### config.mk
export PLATFORM = sky130hd
export DESIGN_NAME = lsu_flat
export DESIGN_NICKNAME = d
export VERILOG_FILES = /design/src/source/axi_lite_pkg.sv /design/src/source/lsu_pkg.sv /design/src/source/axi_lite_if.sv /design/src/source/lfsr4.sv /design/src/source/lsu.sv /design/src/flat_wrapper.sv
export SDC_FILE = /design/constraint.sdc
export NUM_CORES = 1
export LEC_CHECK = 0
export BUFFER_PORTS_ARGS = -buffer_cell sky130_fd_sc_hd__clkbuf_2
export CAP_MARGIN = 10
export CELL_PAD_IN_SITES_DETAIL_PLACEMENT = 1
export CELL_PAD_IN_SITES_GLOBAL_PLACEMENT = 2
export CORE_MARGIN = 2
export CORE_UTILIZATION = 32
export DETAILED_ROUTE_END_ITERATION = 16
export PLACE_DENSITY_LB_ADDON = 0.1
export SLEW_MARGIN = 20
export SYNTH_ARGS = -nofsm -noshare
export SYNTH_HDL_FRONTEND = slang
export SYNTH_SLANG_ARGS = --single-unit
### constraint.sdc
create_clock -name clk -period 10.1 [get_ports clk]
set_clock_uncertainty 0.1 [all_clocks]
set_input_delay 1.515 -clock clk [delete_from_list [all_inputs] [get_ports clk]]
set_output_delay 1.515 -clock clk [all_outputs]
set_load 0.005 [all_outputs]
### src/source/axi_lite_pkg.sv
// widths and response codes of the AXI-lite bus between the LSU
// and the data memory
package axi_lite_pkg;

	localparam int ADDR_W = 32;
	localparam int DATA_W = 32;

	// one strobe bit per data byte
	localparam int STRB_W = DATA_W / 8;

	// only the two codes this subsystem produces
	typedef enum logic [1:0] {
		RESP_OKAY   = 2'b00,
		RESP_SLVERR = 2'b10
	} resp_e;

endpackage

### src/source/lsu_pkg.sv
// shared types of the load/store unit: operation encodings, FSM states
// and the memory word view used for lane selection
package lsu_pkg;

	localparam int XLEN = 32;

	// load kinds as decoded from the instruction
	typedef enum logic [2:0] {
		LD_NONE = 3'd0,
		LD_LB   = 3'd1,
		LD_LH   = 3'd2,
		LD_LW   = 3'd3,
		LD_LBU  = 3'd4,
		LD_LHU  = 3'd5
	} load_type_e;

	typedef enum logic [1:0] {
		ST_NONE = 2'd0,
		ST_SB   = 2'd1,
		ST_SH   = 2'd2,
		ST_SW   = 2'd3
	} store_type_e;

	// idle, bus request phase, bus response phase, result pulse
	typedef enum logic [1:0] {
		S_IDLE = 2'd0,
		S_ADDR = 2'd1,
		S_RESP = 2'd2,
		S_DONE = 2'd3
	} lsu_state_e;

	// one memory word, addressed by byte lane or by halfword
	typedef union packed {
		logic [3:0][7:0]  bytes;
		logic [1:0][15:0] halves;
	} mem_word_u;

endpackage

### src/source/axi_lite_if.sv
// five-channel AXI-lite bus, master side for the LSU and slave side
// for the memory
interface axi_lite_if;

	// read address
	logic [axi_lite_pkg::ADDR_W-1:0] ar_addr;
	logic                            ar_valid;
	logic                            ar_ready;

	// read data
	logic [axi_lite_pkg::DATA_W-1:0] r_data;
	axi_lite_pkg::resp_e             r_resp;
	logic                            r_valid;
	logic                            r_ready;

	// write address
	logic [axi_lite_pkg::ADDR_W-1:0] aw_addr;
	logic                            aw_valid;
	logic                            aw_ready;

	// write data
	logic [axi_lite_pkg::DATA_W-1:0] w_data;
	logic [axi_lite_pkg::STRB_W-1:0] w_strb;
	logic                            w_valid;
	logic                            w_ready;

	// write response
	axi_lite_pkg::resp_e             b_resp;
	logic                            b_valid;
	logic                            b_ready;

	modport master (
		output ar_addr, ar_valid, input ar_ready,
		input r_data, r_resp, r_valid, output r_ready,
		output aw_addr, aw_valid, input aw_ready,
		output w_data, w_strb, w_valid, input w_ready,
		input b_resp, b_valid, output b_ready
	);

	modport slave (
		input ar_addr, ar_valid, output ar_ready,
		output r_data, r_resp, r_valid, input r_ready,
		input aw_addr, aw_valid, output aw_ready,
		input w_data, w_strb, w_valid, output w_ready,
		output b_resp, b_valid, input b_ready
	);

endinterface

### src/source/lfsr4.sv
// 4-bit maximal-length LFSR, x^4+x^3+1, stepped on request
// the owner draws a fresh handshake delay from value_o when it advances
module lfsr4 (
	input  logic       clk,
	input  logic       rstn,
	input  logic [3:0] seed_i,
	input  logic       advance_i,
	output logic [3:0] value_o
);

	logic [3:0] state_q;

	always_ff @(posedge clk) begin
		if (rstn) begin
			// seed must be nonzero or the register locks up
			state_q <= seed_i;
		end else if (advance_i) begin
			state_q <= {state_q[2:0], state_q[3] ^ state_q[2]};
		end
	end

	assign value_o = state_q;

endmodule

### src/source/lsu.sv
// load/store unit: accepts one operation strobe, runs it as an AXI-lite
// master transfer with random handshake delays, returns one result pulse
module lsu #(
	parameter logic [3:0] SEED = 4'b0001
) (
	input  logic                            clk,
	input  logic                            rstn,
	input  logic                            op_valid_i,
	input  lsu_pkg::load_type_e             load_type_i,
	input  lsu_pkg::store_type_e            store_type_i,
	input  logic [axi_lite_pkg::ADDR_W-1:0] addr_i,
	input  logic [lsu_pkg::XLEN-1:0]        wdata_i,
	input  logic [4:0]                      reg_i,
	input  logic                            we_i,
	output logic                            busy_o,
	output logic                            done_o,
	output logic [lsu_pkg::XLEN-1:0]        rd_data_o,
	output logic [4:0]                      rd_reg_o,
	output logic                            rd_we_o,
	output logic                            err_o,
	axi_lite_if.master                      bus
);

	lsu_pkg::lsu_state_e             state_q;
	lsu_pkg::load_type_e             load_q;
	lsu_pkg::store_type_e            store_q;
	logic [axi_lite_pkg::ADDR_W-1:0] addr_q;
	logic [lsu_pkg::XLEN-1:0]        wdata_q;
	logic [4:0]                      reg_q;
	logic                            we_q;
	logic [lsu_pkg::XLEN-1:0]        rd_data_q;
	logic                            err_q;
	logic                            aw_done_q;
	logic                            w_done_q;
	logic [3:0]                      addr_dly_q;
	logic [3:0]                      w_dly_q;
	logic [3:0]                      rsp_dly_q;
	logic [3:0]                      addr_rnd;
	logic [3:0]                      w_rnd;
	logic [3:0]                      rsp_rnd;
	logic                            accept;
	logic                            is_load;
	logic                            is_store;
	logic                            ar_fire;
	logic                            aw_fire;
	logic                            w_fire;
	logic                            r_fire;
	logic                            b_fire;
	logic                            req_done;
	logic                            rsp_draw;
	logic                            rsp_err;
	lsu_pkg::mem_word_u              st_word;
	logic [axi_lite_pkg::STRB_W-1:0] st_strb;
	lsu_pkg::mem_word_u              ld_word;
	logic [7:0]                      ld_byte;
	logic [15:0]                     ld_half;
	logic [lsu_pkg::XLEN-1:0]        ld_ext;

	// rotated seeds keep the three delay streams apart
	lfsr4 i_lfsr_addr (.clk, .rstn, .seed_i(SEED), .advance_i(accept), .value_o(addr_rnd));
	lfsr4 i_lfsr_wdata (
		.clk, .rstn, .seed_i({SEED[2:0], SEED[3]}), .advance_i(accept), .value_o(w_rnd)
	);
	lfsr4 i_lfsr_rsp (
		.clk, .rstn, .seed_i({SEED[1:0], SEED[3:2]}), .advance_i(rsp_draw), .value_o(rsp_rnd)
	);

	assign accept   = (state_q == lsu_pkg::S_IDLE) && op_valid_i;
	assign is_load  = load_q != lsu_pkg::LD_NONE;
	assign is_store = !is_load && (store_q != lsu_pkg::ST_NONE);
	assign ar_fire  = bus.ar_valid && bus.ar_ready;
	assign aw_fire  = bus.aw_valid && bus.aw_ready;
	assign w_fire   = bus.w_valid && bus.w_ready;
	assign r_fire   = bus.r_valid && bus.r_ready;
	assign b_fire   = bus.b_valid && bus.b_ready;

	// a store's address and data may land in different cycles
	assign req_done = is_load ? ar_fire :
		(aw_done_q || aw_fire) && (w_done_q || w_fire);
	assign rsp_draw = (state_q == lsu_pkg::S_ADDR) && (is_load || is_store) && req_done;
	assign rsp_err  = is_load ? (bus.r_resp == axi_lite_pkg::RESP_SLVERR) :
		(bus.b_resp == axi_lite_pkg::RESP_SLVERR);

	always_ff @(posedge clk) begin
		if (rstn) begin
			state_q    <= lsu_pkg::S_IDLE;
			aw_done_q  <= 1'b0;
			w_done_q   <= 1'b0;
			addr_dly_q <= '0;
			w_dly_q    <= '0;
			rsp_dly_q  <= '0;
			err_q      <= 1'b0;
		end else begin
			case (state_q)
				lsu_pkg::S_IDLE: begin
					if (accept) begin
						state_q    <= lsu_pkg::S_ADDR;
						aw_done_q  <= 1'b0;
						w_done_q   <= 1'b0;
						addr_dly_q <= addr_rnd;
						w_dly_q    <= w_rnd;
					end
				end
				lsu_pkg::S_ADDR: begin
					if (!is_load && !is_store) begin
						state_q <= lsu_pkg::S_DONE;
						err_q   <= 1'b0;
					end else if (req_done) begin
						state_q   <= lsu_pkg::S_RESP;
						rsp_dly_q <= rsp_rnd;
					end else begin
						if (addr_dly_q != 4'd0)
							addr_dly_q <= addr_dly_q - 4'd1;
						if (w_dly_q != 4'd0)
							w_dly_q <= w_dly_q - 4'd1;
						if (aw_fire)
							aw_done_q <= 1'b1;
						if (w_fire)
							w_done_q <= 1'b1;
					end
				end
				lsu_pkg::S_RESP: begin
					if (r_fire || b_fire) begin
						state_q <= lsu_pkg::S_DONE;
						err_q   <= rsp_err;
					end else if (rsp_dly_q != 4'd0) begin
						rsp_dly_q <= rsp_dly_q - 4'd1;
					end
				end
				default: state_q <= lsu_pkg::S_IDLE;
			endcase
		end
	end

	// operation payload and result word
	always_ff @(posedge clk) begin
		if (accept) begin
			load_q  <= load_type_i;
			store_q <= store_type_i;
			addr_q  <= addr_i;
			wdata_q <= wdata_i;
			reg_q   <= reg_i;
			we_q    <= we_i;
		end
		if ((state_q == lsu_pkg::S_ADDR) && !is_load && !is_store)
			rd_data_q <= addr_q;
		else if (r_fire)
			rd_data_q <= rsp_err ? '0 : ld_ext;
		else if (b_fire)
			rd_data_q <= rsp_err ? '0 : addr_q;
	end

	// store lane placement
	always_comb begin
		st_word = '0;
		st_strb = '0;
		case (store_q)
			lsu_pkg::ST_SB: begin
				st_word.bytes[addr_q[1:0]] = wdata_q[7:0];
				st_strb[addr_q[1:0]]       = 1'b1;
			end
			lsu_pkg::ST_SH: begin
				st_word.halves[addr_q[1]] = wdata_q[15:0];
				st_strb = addr_q[1] ? 4'b1100 : 4'b0011;
			end
			lsu_pkg::ST_SW: begin
				st_word.bytes = wdata_q;
				st_strb       = 4'b1111;
			end
			default: st_strb = '0;
		endcase
	end

	// load lane selection and extension
	assign ld_word = bus.r_data;
	assign ld_byte = ld_word.bytes[addr_q[1:0]];
	assign ld_half = ld_word.halves[addr_q[1]];

	always_comb begin
		case (load_q)
			lsu_pkg::LD_LB:  ld_ext = {{(lsu_pkg::XLEN-8){ld_byte[7]}}, ld_byte};
			lsu_pkg::LD_LH:  ld_ext = {{(lsu_pkg::XLEN-16){ld_half[15]}}, ld_half};
			lsu_pkg::LD_LBU: ld_ext = {{(lsu_pkg::XLEN-8){1'b0}}, ld_byte};
			lsu_pkg::LD_LHU: ld_ext = {{(lsu_pkg::XLEN-16){1'b0}}, ld_half};
			default:         ld_ext = ld_word.bytes;
		endcase
	end

	// valids wait for their delay to run out
	assign bus.ar_addr  = addr_q;
	assign bus.ar_valid = (state_q == lsu_pkg::S_ADDR) && is_load && (addr_dly_q == 4'd0);
	assign bus.aw_addr  = addr_q;
	assign bus.aw_valid = (state_q == lsu_pkg::S_ADDR) && is_store && !aw_done_q &&
		(addr_dly_q == 4'd0);
	assign bus.w_data   = st_word;
	assign bus.w_strb   = st_strb;
	assign bus.w_valid  = (state_q == lsu_pkg::S_ADDR) && is_store && !w_done_q &&
		(w_dly_q == 4'd0);
	assign bus.r_ready  = (state_q == lsu_pkg::S_RESP) && is_load && (rsp_dly_q == 4'd0);
	assign bus.b_ready  = (state_q == lsu_pkg::S_RESP) && is_store && (rsp_dly_q == 4'd0);

	assign busy_o    = state_q != lsu_pkg::S_IDLE;
	assign done_o    = state_q == lsu_pkg::S_DONE;
	assign rd_data_o = rd_data_q;
	assign rd_reg_o  = reg_q;
	assign rd_we_o   = we_q;
	assign err_o     = err_q;

endmodule

### src/flat_wrapper.sv
// flat-port wrapper written by rule: the top's interface ports become plain ports
module lsu_flat 
#(
	parameter logic [3:0] SEED = 4'b0001
)
  (clk, rstn, op_valid_i, load_type_i, store_type_i, addr_i, wdata_i, reg_i, we_i, busy_o, done_o, rd_data_o, rd_reg_o, rd_we_o, err_o, bus_ar_addr, bus_ar_valid, bus_ar_ready, bus_r_data, bus_r_resp, bus_r_valid, bus_r_ready, bus_aw_addr, bus_aw_valid, bus_aw_ready, bus_w_data, bus_w_strb, bus_w_valid, bus_w_ready, bus_b_resp, bus_b_valid, bus_b_ready);
  axi_lite_if bus_i ();
  input  logic clk;
  input  logic rstn;
  input  logic op_valid_i;
  input  lsu_pkg::load_type_e load_type_i;
  input  lsu_pkg::store_type_e store_type_i;
  input  logic [axi_lite_pkg::ADDR_W-1:0] addr_i;
  input  logic [lsu_pkg::XLEN-1:0] wdata_i;
  input  logic [4:0] reg_i;
  input  logic we_i;
  output logic busy_o;
  output logic done_o;
  output logic [lsu_pkg::XLEN-1:0] rd_data_o;
  output logic [4:0] rd_reg_o;
  output logic rd_we_o;
  output logic err_o;
  output wire logic [$bits(bus_i.ar_addr)-1:0] bus_ar_addr;
  output wire logic [$bits(bus_i.ar_valid)-1:0] bus_ar_valid;
  input wire logic [$bits(bus_i.ar_ready)-1:0] bus_ar_ready;
  input wire logic [$bits(bus_i.r_data)-1:0] bus_r_data;
  input wire logic [$bits(bus_i.r_resp)-1:0] bus_r_resp;
  input wire logic [$bits(bus_i.r_valid)-1:0] bus_r_valid;
  output wire logic [$bits(bus_i.r_ready)-1:0] bus_r_ready;
  output wire logic [$bits(bus_i.aw_addr)-1:0] bus_aw_addr;
  output wire logic [$bits(bus_i.aw_valid)-1:0] bus_aw_valid;
  input wire logic [$bits(bus_i.aw_ready)-1:0] bus_aw_ready;
  output wire logic [$bits(bus_i.w_data)-1:0] bus_w_data;
  output wire logic [$bits(bus_i.w_strb)-1:0] bus_w_strb;
  output wire logic [$bits(bus_i.w_valid)-1:0] bus_w_valid;
  input wire logic [$bits(bus_i.w_ready)-1:0] bus_w_ready;
  input wire logic [$bits(bus_i.b_resp)-1:0] bus_b_resp;
  input wire logic [$bits(bus_i.b_valid)-1:0] bus_b_valid;
  output wire logic [$bits(bus_i.b_ready)-1:0] bus_b_ready;
  assign bus_ar_addr = bus_i.ar_addr;
  assign bus_ar_valid = bus_i.ar_valid;
  assign bus_i.ar_ready = bus_ar_ready;
  assign bus_i.r_data = bus_r_data;
  assign bus_i.r_resp = bus_r_resp;
  assign bus_i.r_valid = bus_r_valid;
  assign bus_r_ready = bus_i.r_ready;
  assign bus_aw_addr = bus_i.aw_addr;
  assign bus_aw_valid = bus_i.aw_valid;
  assign bus_i.aw_ready = bus_aw_ready;
  assign bus_w_data = bus_i.w_data;
  assign bus_w_strb = bus_i.w_strb;
  assign bus_w_valid = bus_i.w_valid;
  assign bus_i.w_ready = bus_w_ready;
  assign bus_i.b_resp = bus_b_resp;
  assign bus_i.b_valid = bus_b_valid;
  assign bus_b_ready = bus_i.b_ready;
  lsu #(.SEED(SEED)) u_core (.clk(clk), .rstn(rstn), .op_valid_i(op_valid_i), .load_type_i(load_type_i), .store_type_i(store_type_i), .addr_i(addr_i), .wdata_i(wdata_i), .reg_i(reg_i), .we_i(we_i), .busy_o(busy_o), .done_o(done_o), .rd_data_o(rd_data_o), .rd_reg_o(rd_reg_o), .rd_we_o(rd_we_o), .err_o(err_o), .bus(bus_i));
endmodule
==> results of run 1 <==
[per-stage QoR]
| step | area, um^2 | instances | util | setup slack [ns] | hold WS, ns |
|---|---|---|---|---|---|
| 6_report | 8580 | 1138 | 0.412 | 5.75 | 0.374 |
| 5_1_grt | 8580 | 1138 | 0.412 | 5.48 | 0.397 |
| 4_1_cts | 8580 | 1138 | 0.412 | 5.70 | 0.373 |
| 3_5_place_dp | 8050 | 1106 | 0.387 | 6.18 | 0.374 |
| 3_3_place_gp | 8050 | 1106 | 0.387 | 6.26 | 0.357 |
| 2_1_floorplan | 6740 | 629 | - | 5.88 | 0.341 |
[cells in the mapped netlist, types with 8 or more instances]
cell type and count:
nand2_1 72, mux2i_1 10, dfxtp_1 29, a222oi_1 8, a221oi_1 9, a22o_1 9, o21ai_0 44, nand2b_1 8
a22oi_1 10, inv_1 41, edfxtp_1 107, nor2_1 34, ha_1 10, o221ai_1 9, clkbuf_1 25, buf_4 32
and2_1 10, nand3_1 10, a21oi_1 61
[path summary, 6_finish.rpt]
kind	end	slack [ns]	start
worst max-delay path	bus_aw_valid	5.75	u_core.state_q[1]
worst min-delay path	u_core.i_lfsr_wdata.value_o[2]	0.37	u_core.i_lfsr_wdata.value_o[1]
worst max register to register	u_core.rd_data_o[7]	6.82	u_core.state_q[1]
worst min register to register	u_core.i_lfsr_wdata.value_o[2]	0.37	u_core.i_lfsr_wdata.value_o[1]
[area by class of cell]
cell class / count / area, um^2
Timing Repair Buffer: 267 / 1340
Sequential cell: 136 / 3790
Inverter: 43 / 163
Fill cell: 2433 / 12200
Tap cell: 275 / 344
Clock buffer: 17 / 425
Clock inverter: 15 / 104
Multi-Input combinational cell: 385 / 2410
[sequential cells by signal, indices dropped and copies added, names as in the netlist]
register / count
u_core.rd_data_o: 32
u_core.load_q: 3
u_core.state_q: 2
u_core.w_done_q: 1
u_core.i_lfsr_rsp.value_o: 4
u_core.addr_dly_q: 4
u_core.i_lfsr_addr.value_o: 4
u_core.store_q: 2
u_core.w_dly_q: 4
u_core.wdata_q: 32
u_core.err_o: 1
u_core.rsp_dly_q: 4
u_core.aw_done_q: 1
u_core.rd_we_o: 1
u_core.i_lfsr_wdata.value_o: 4
u_core.bus.ar_addr: 32
u_core.rd_reg_o: 5
[cells by family after synthesis]
family	after synthesis	synth area share
AOI/OAI and AO/OA	186	0.185
xor gates and xnor gates	5	0.00650
adders and majority gates	10	0.0186
buffers and inverters	108	0.0813
DFF	136	0.563
muxes	13	0.0215
and+or+nand+nor	171	0.125
[per-layer routing]
layer | share of wire | wire, um | up-vias | track usage
met4 | 0.015 | 327 | 0 | 0.0676
met3 | 0.067 | 1430 | 25 | 0.0459
li1 | - | - | 2718 | -
met5 | 0 | 0 | - | 0
met1 | 0.43 | 9120 | 2713 | 0.236
met2 | 0.49 | 10600 | 213 | 0.324
[placed cells by master (no fill, tap or decap), drive strengths merged, types with 4 or more instances in the layout]
cell and count:
a22o 9, clkinvlp 5, nand2b 8, a221oi 9, a211o 5, dfxtp 29
a222oi 8, edfxtp 107, clkbuf 281, nand3b 4, nor3 5, nand2 73
o221ai 9, or3 6, nor2 34, ha 10, o21ai 51, o21a 7
nand3 10, a22oi 10, a21oi 61, and2 12, inv 45, mux2i 10
clkinv 8, a31oi 4
[where the power goes]
group          switching (mW)  total [mW]  internal [mW]
logic                   0.422       0.702          0.280
registers              0.0953       0.858          0.763
clock network           0.251       0.564          0.313
[worst reg2reg max path, delay by kind of cell (launching register included)]
family | cells | cell delay (ns)
AND/OR/NAND/NOR | 2 | 1.46
adder cells (fa/ha/maj) | 1 | 0.60
buffers and inverters | 2 | 0.38
flip-flops | 1 | 0.34
==> impl_results.md, run 1 <==
- Crit end category: primary output
- Setup TNS: 0 ns
- GRT overflow: 0
- Asr flop ratio synth: 0
- First-pass DRT Iterations: 5
- RSZ-0062 raised after global routing: false
- Die Height: approximately 150 um
- Global Route Usage Sum: 0.190
- Die area: 0.0222 mm^2
- Syn Nets: 758
- Max-slew violations: 0
- Antenna Cells: 0
- Worst-Skew Late Latency: 0.42 ns
- Nets: about 980
- Min-Delay Path Class: reg -> reg
- Final Hold Vio Count: 0
- First-pass GRT wire length: approximately 32000 um
- CTS tree: yes
- Crit path largest cell delay: 0.63 ns
- Max Clock Freq: 230 MHz
- Post-layout min period: 4.35 ns
- Number of global-route vias before repair: 5900
- Critical path's top delay family: simple AND/OR/NAND/NOR gates
- Synth top area cells: edfxtp_1, dfxtp_1, a21oi_1
- Final wirelength: approximately 21000 um
- CP Cell Sequence: inv_1, ha_1, inv_2, or4b_1, nor3_1, clkbuf_2
- Vias: 5669
- Leak pwr: 3.67 nW
- Syn. warnings: 0
- Vias per cell: 4.98
- Share of layout cells above drive strength 1: 0.362
- Clock buffer depth: 2
- Post-synth top area cell: edfxtp_1
- CP Launch Type: flop
- Initial antenna violation count: 0
- Crit Path Class: reg -> out
- Clk sinks: 136
- Final Cycle Share: 0.431
- Min-Delay Path Depth: 2
- DRC: 0
- Post-Syn Area: 0.00674 mm^2
- Core Area: 0.0208 mm^2
- Avg WL per Cell: approximately 19 um
- Critical Path RT: between 8 and 9 ns
- Clk slew on worst S/H paths: 0.06 ns
- Mapped Cells: between 600 and 700
- Maximum vdd ir drop: 0.105 mV
- Chip width: ~150 um
- IO Count: 265
- DPL Wire Length: 16000 um
- Max Cap Violations: 0
- Area Growth Syn to Fin: 27.2%
- # setup viols final: 0
- Synth top area share: 0.477
- CP bufs+invs: 3
- H-tree depth: 4
- Largest net degree at the start of global routing: 67
- Cts bufs inserted: 17
- Slew @ Worst Pin: 1.00 ns
- Port Buffers: 264
- Post-CTS Resized: 0
- Power, Total: 2.12 mW
- Placement row count: 53
- CP max-delay cell: or4b_1
- Syn Area/Cell: 10.7 um^2
- Critical Path Stages: 6
- Worst EP arrival: 2.74 ns
- Synthesized flop and latch total: approximately 140
- Setup bufs post-CTS: 0
- Crit-path max FO: 19
- Gp weighted congestion: between 0.7 and 0.8
- Post-synth cell types: 64
- CTS Root Cell: clkbuf_16
- DRT antenna net count: 0
- R2R depth: 5
- Starting Density: 0.324
- Pwr dens: 248 mW/mm^2
- Post-synth top flop: edfxtp_1
- Post-synthesis sequential area ratio: 0.563
- Outcome: complete, no violations
- Slew headroom: 0.328
- Post-synth EDFFs: 107
- 1st-iter DRT viols: 307
- Hold Buf Count CTS: 0
Power figures use the tool's default switching activity.
==> run 2: changes to the inputs <==
--- a/config.mk
+++ b/config.mk
@@ -10,7 +10,7 @@
 export CELL_PAD_IN_SITES_DETAIL_PLACEMENT = 1
 export CELL_PAD_IN_SITES_GLOBAL_PLACEMENT = 2
 export CORE_MARGIN = 2
-export CORE_UTILIZATION = 32
+export CORE_UTILIZATION = 27
 export DETAILED_ROUTE_END_ITERATION = 16
 export PLACE_DENSITY_LB_ADDON = 0.1
 export SLEW_MARGIN = 20
==> constraint.sdc (replaced) <==
create_clock -name clk -period 3.63 [get_ports clk]
set_clock_uncertainty 0.1 [all_clocks]
set_input_delay 0.5445 -clock clk [delete_from_list [all_inputs] [get_ports clk]]
set_output_delay 0.5445 -clock clk [all_outputs]
set_load 0.005 [all_outputs]
==> impl_results.md, run 2 (synthesis gave the netlist of run 1 again) <==
- Post-layout min period: 3.24 ns
- Initial antenna violation count: 1 (+1)
- DPL Wire Length: 17200 um (+7.0%)
- Leak pwr: 3.74 nW (+2.0%)
- Met1 Track Usage GR: 0.207 (-0.0288)
- FF+latch area: 0.00379 mm^2 (unchanged)
- Switching part of the total: 0.352 (-0.00975)
- Worst EP arrival: 2.59 ns (-0.15 ns)
- Post-CTS Resized: 0 (unchanged)
- Fillers: 2846 (+17%)
- Hold Buf Count CTS: 0 (unchanged)
- Cell Area, Placed: 0.00816 mm^2 (+1.4%)
- Crit-path most repeated cell: inv_1
- Pwr dens: 706 mW/mm^2 (+190%)
- Crit path largest cell delay: 0.67 ns (+0.04 ns)
- Met3 Usage GRT: 0.0452 (-0.000672)
- CTS Root Cell: clkbuf_16
- 1st-iter DRT viols: 341 (+11%)
- Clock network fraction of total power: 0.292 (+0.027)
- Commonest non-fill, non-tap cells in the layout: clkbuf_2, edfxtp_1, nand2_1
- GR peak layer: met2
- Worst-Skew Late Latency: 0.42 ns (about the same)
- CP Launch Type: flop
- Sw power: 2.18 mW (+180%)
- DRC: 0 (unchanged)
- GRT overflow: 0 (unchanged)
- Clk sinks: 136 (unchanged)
- Setup bufs post-CTS: 0 (unchanged)
- Commonest non-fill, non-tap cell in the layout: clkbuf_2
- Met2 track demand over resource: 0.294 (-0.0300)
- Final wirelength: 22700 um (+5.7%)
- Placement row count: 57 (+7.5%)
- Setup TNS: 0 ns (unchanged)
- Sequential power share: 0.383 (-0.021)
- H-tree depth: 4 (unchanged)
- Max Clock Freq: around 310 MHz
- Combinational share of power: 0.325 (-0.006)
- CP bufs+invs: 3 (unchanged)
- IO Count: 265 (unchanged)
- Clk slew on worst S/H paths: 0.07 ns (about the same)
- Maximum vdd ir drop: 0.290 mV (+180%)
- Critical Path RT: 2.99 ns (-5.50 ns)
- Port Buffers: 264 (unchanged)
- Max-slew violations: 0 (unchanged)
- Core Area: 0.0244 mm^2 (+17%)
- First-pass GRT wire length: 34500 um (+6.4%)
- Slew headroom: 0.371 (+0.0423)
- DRT antenna net count: 0 (unchanged)
- Largest net degree at the start of global routing: 68 (+1.5%)
- Share of layout cells above drive strength 1: 0.366 (+0.00483)
- Die Height: 162 um (+8.6%)
- Outcome: complete, no violations
- Global Route Usage Sum: 0.171 (-0.0197)
- Cts bufs inserted: 17 (unchanged)
- Vias per cell: 4.79 (-3.9%)
- Nets: 984 (+0.51%)
- Multi-input logic area: 0.00241 mm^2 (+0.31%)
- Avg WL per Cell: 19.0 um (+0.82%)
- Gp weighted congestion: 0.750 (+0.66%)
- Design area: 0.00877 mm^2 (+2.3%)
- Final Cycle Share: 0.891
- Number of global-route vias before repair: 6024 (+2.1%)
- CP Cell Sequence: inv_1, and3_1, and2_0, a222oi_1, inv_1, clkbuf_2
- CTS tree: yes
- Crit-path max FO: 15 (-4)
- Die area: 0.0263 mm^2 (+18%)
- Area Growth Syn to Fin: 30.1%
- Flop2flop setup slack: 0.61 ns (-6.21 ns)
- First-pass DRT Iterations: 4 (-1)
- Crit Path Class: reg -> out
- Cell Int Power: 4.01 mW (+200%)
- Final Hold Vio Count: 0 (unchanged)
- CP max-delay cell: edfxtp_1
- Max Cap Violations: 0 (unchanged)
- Util after Layout: 0.360 (-0.0523)
- Starting Density: 0.276 (-0.0474)
- Vias: 5712 (+0.76%)
- Chip width: 162 um (+8.6%)
- Slew @ Worst Pin: 0.944 ns (-0.0562 ns)
- # setup viols final: 0 (unchanged)
- Crit end category: primary output
- Critical path's top delay family: simple AND/OR/NAND/NOR gates
- Clock buffer depth: 2 (unchanged)
- RSZ-0062 raised after global routing: false
- Min-Delay Path Class: in -> reg
==> run 2: worst paths after layout <==
| path | end | depth (start not counted) | from |
|---|---|---|---|
| min reg2reg | u_core.addr_dly_q[1] | 2 | u_core.addr_dly_q[1] |
| max | bus_w_data[26] | 6 | u_core.store_q[1] |
| max reg2reg | u_core.rd_data_o[11] | 8 | u_core.state_q[0] |
| min | u_core.wdata_q[11] | 1 | wdata_i[11] |
==> run 2: routing by layer <==
layer / wire [um] / vias to the layer above
li1: - / 2724
met1: 9600 / 2776
met2: 11100 / 192
met5: 0 / -
met3: 1480 / 20
met4: 430 / 0
==> run 2: power groups by stage <==
stage	Sequential, mW	Clock, mW	Combinational [mW]
floorplan	2.34	0	1.33
global placement	2.39	0	2.01
detailed placement	2.41	0	2.05
CTS	2.38	1.86	2.06
global route	2.42	1.92	2.27
finish	2.37	1.81	2.01
==> run 2: through the flow <==
stage                     power, mW  hold WS, ns  std cells  setup slack [ns]
final                          6.19        0.188       1193             0.395
after detailed placement       4.46        0.367       1160             0.638
after CTS                      6.30        0.171       1192             0.323
after global routing           6.61        0.174       1192             0.166
after global placement         4.40        0.359       1160             0.695
after floorplan                3.67        0.341        629             0.275
==> run 2: cell type report <==
class / instances / share of cell area
multi-input combinational: 385 / 0.275
inverter: 43 / 0.0185
tap: 324 / 0.0462
timing repair buffer: 272 / 0.159
sequential: 136 / 0.432
antenna: 1 / 0.000285
clock buffer: 18 / 0.0489
clock inverter: 14 / 0.0198
==> run 3: changes to the inputs <==
--- a/config.mk
+++ b/config.mk
@@ -13,6 +13,7 @@
 export CORE_UTILIZATION = 27
 export DETAILED_ROUTE_END_ITERATION = 16
 export PLACE_DENSITY_LB_ADDON = 0.1
+export RECOVER_POWER = 100
 export SLEW_MARGIN = 20
 export SYNTH_ARGS = -nofsm -noshare
 export SYNTH_HDL_FRONTEND = slang
==> impl_results.md, run 3 (synthesis gave the netlist of run 1 again) <==
- CP Launch Type: flop
- Placement row count: 57 (unchanged)
- Final wirelength: 22700 um (+0.14%)
- Clk sinks: 136 (unchanged)
- Port Buffers: 264 (unchanged)
- Commonest non-fill, non-tap cell in the layout: clkbuf_2
- Leak pwr: 3.48 nW (-7.1%)
- DRT antenna net count: 0 (unchanged)
- Fillers: 2878 (+1.1%)
- Vias per cell: 4.81 (+0.54%)
- Crit-path max FO: 9 (-6)
- First-pass GRT wire length: 34500 um (unchanged)
- Chip width: 162 um (unchanged)
- Maximum vdd ir drop: 0.289 mV (-0.32%)
- IO Count: 265 (unchanged)
- Area Growth Syn to Fin: 28.0%
- Worst EP arrival: 2.67 ns (+0.08 ns)
- Post-layout min period: 3.32 ns (+0.0830 ns)
- Share of layout cells above drive strength 1: 0.271 (-0.0956)
- Commonest non-fill, non-tap cells in the layout: clkbuf_2, edfxtp_1, clkbuf_1
- Slew headroom: 0.162 (-0.208)
- Max-slew violations: 0 (unchanged)
- Power, Total: 6.11 mW (-1.3%)
- Die area: 0.0263 mm^2 (unchanged)
- # setup viols final: 0 (unchanged)
- DPL Wire Length: 17200 um (unchanged)
- H-tree depth: 4 (unchanged)
- Worst-Skew Late Latency: 0.42 ns (about the same)
- Global Route Usage Sum: 0.171 (unchanged)
- 1st-iter DRT viols: 301 (-12%)
- Final Cycle Share: 0.914 (+0.0229)
- CTS tree: yes
- Nets: 984 (unchanged)
- Clk slew on worst S/H paths: 0.07 ns (about the same)
- Max Clock Freq: 301 MHz (-2.5%)
- Final Hold Vio Count: 0 (unchanged)
- Hold Buf Count CTS: 0 (unchanged)
- GRT overflow: 0 (unchanged)
- Cts bufs inserted: 17 (unchanged)
- Setup bufs post-CTS: 0 (unchanged)
- Max Cap Violations: 0 (unchanged)
- Core Area: 0.0244 mm^2 (unchanged)
- Starting Density: 0.276 (unchanged)
- Crit end category: primary output
- Min-Delay Path Class: in -> reg
- RSZ-0062 raised after global routing: false
- Largest net degree at the start of global routing: 68 (unchanged)
- Vias: 5743 (+0.54%)
- Critical Path RT: 2.99 ns (about the same)
- Crit Path Class: reg -> out
- Die Height: 162 um (unchanged)
- Pwr dens: 708 mW/mm^2 (+0.35%)
- Outcome: complete, no violations
- Clock buffer depth: 2 (unchanged)
- CTS Root Cell: clkbuf_16
- Slew @ Worst Pin: 1.24 ns (+0.299 ns)
- Avg WL per Cell: 19.0 um (+0.14%)
- Post-CTS Resized: 0 (unchanged)
- DRC: 0 (unchanged)
- Number of global-route vias before repair: 6024 (unchanged)
- Setup TNS: 0 ns (unchanged)
- First-pass DRT Iterations: 6 (+2)
- Gp weighted congestion: 0.750 (unchanged)
- Initial antenna violation count: 1 (unchanged)
==> run 3: worst paths after layout <==
path | from | endpoint | slack [ns] | cells after the start
worst max-delay path | u_core.bus.ar_addr[0] | bus_w_data[6] | 0.31 | 5
worst min-delay path | wdata_i[11] | u_core.wdata_q[11] | 0.18 | 1
worst max register to register | u_core.state_q[1] | u_core.rd_data_o[22] | 0.42 | 6
worst min register to register | u_core.addr_dly_q[1] | u_core.addr_dly_q[1] | 0.37 | 2
==> run 3: final cells by class <==
class	count	area, um^2	share of cell area
antenna	1	2.50	0.000290
clock buffer	18	429	0.0497
clock inverter	14	174	0.0202
inverter	43	163	0.0189
multi-input combinational	385	2390	0.277
sequential	136	3790	0.440
tap	324	405	0.0470
timing repair buffer	272	1270	0.147
==> run 3: power breakdown <==
group	switching (mW)	internal, mW	total, mW
registers	0.256	2.12	2.38
clock network	0.724	1.09	1.81
logic	1.18	0.738	1.92
total	2.16	3.95	6.11
==> run 3: critical path: stages, from the launching register on <==
cell and delay, ns:
edfxtp_1 0.58, inv_1 0.22, a21oi_1 0.10, o21ai_0 0.98
and2_0 0.25, clkbuf_2 0.13
==> run 3: stage by stage <==
stage | area [um^2] | hold WS (ns) | worst slack, ns | cells | utilization
finish | 8630 | 0.184 | 0.312 | 1193 | 0.354
global route | 8630 | 0.174 | 0.0847 | 1192 | 0.354
CTS | 8760 | 0.171 | 0.323 | 1192 | 0.359
detailed placement | 8160 | 0.367 | 0.638 | 1160 | 0.335
global placement | 8160 | 0.359 | 0.695 | 1160 | 0.335
floorplan | 6740 | 0.341 | 0.275 | 629 | -
==> run 3: metal layers <==
metal,track usage,routed length [um],part of all wire,up-vias
met2,0.294,11000,0.49,196
met4,0.0575,495,0.022,0
met1,0.207,9660,0.43,2795
met3,0.0452,1510,0.066,29
met5,0,0,0,-
li1,-,-,-,2723
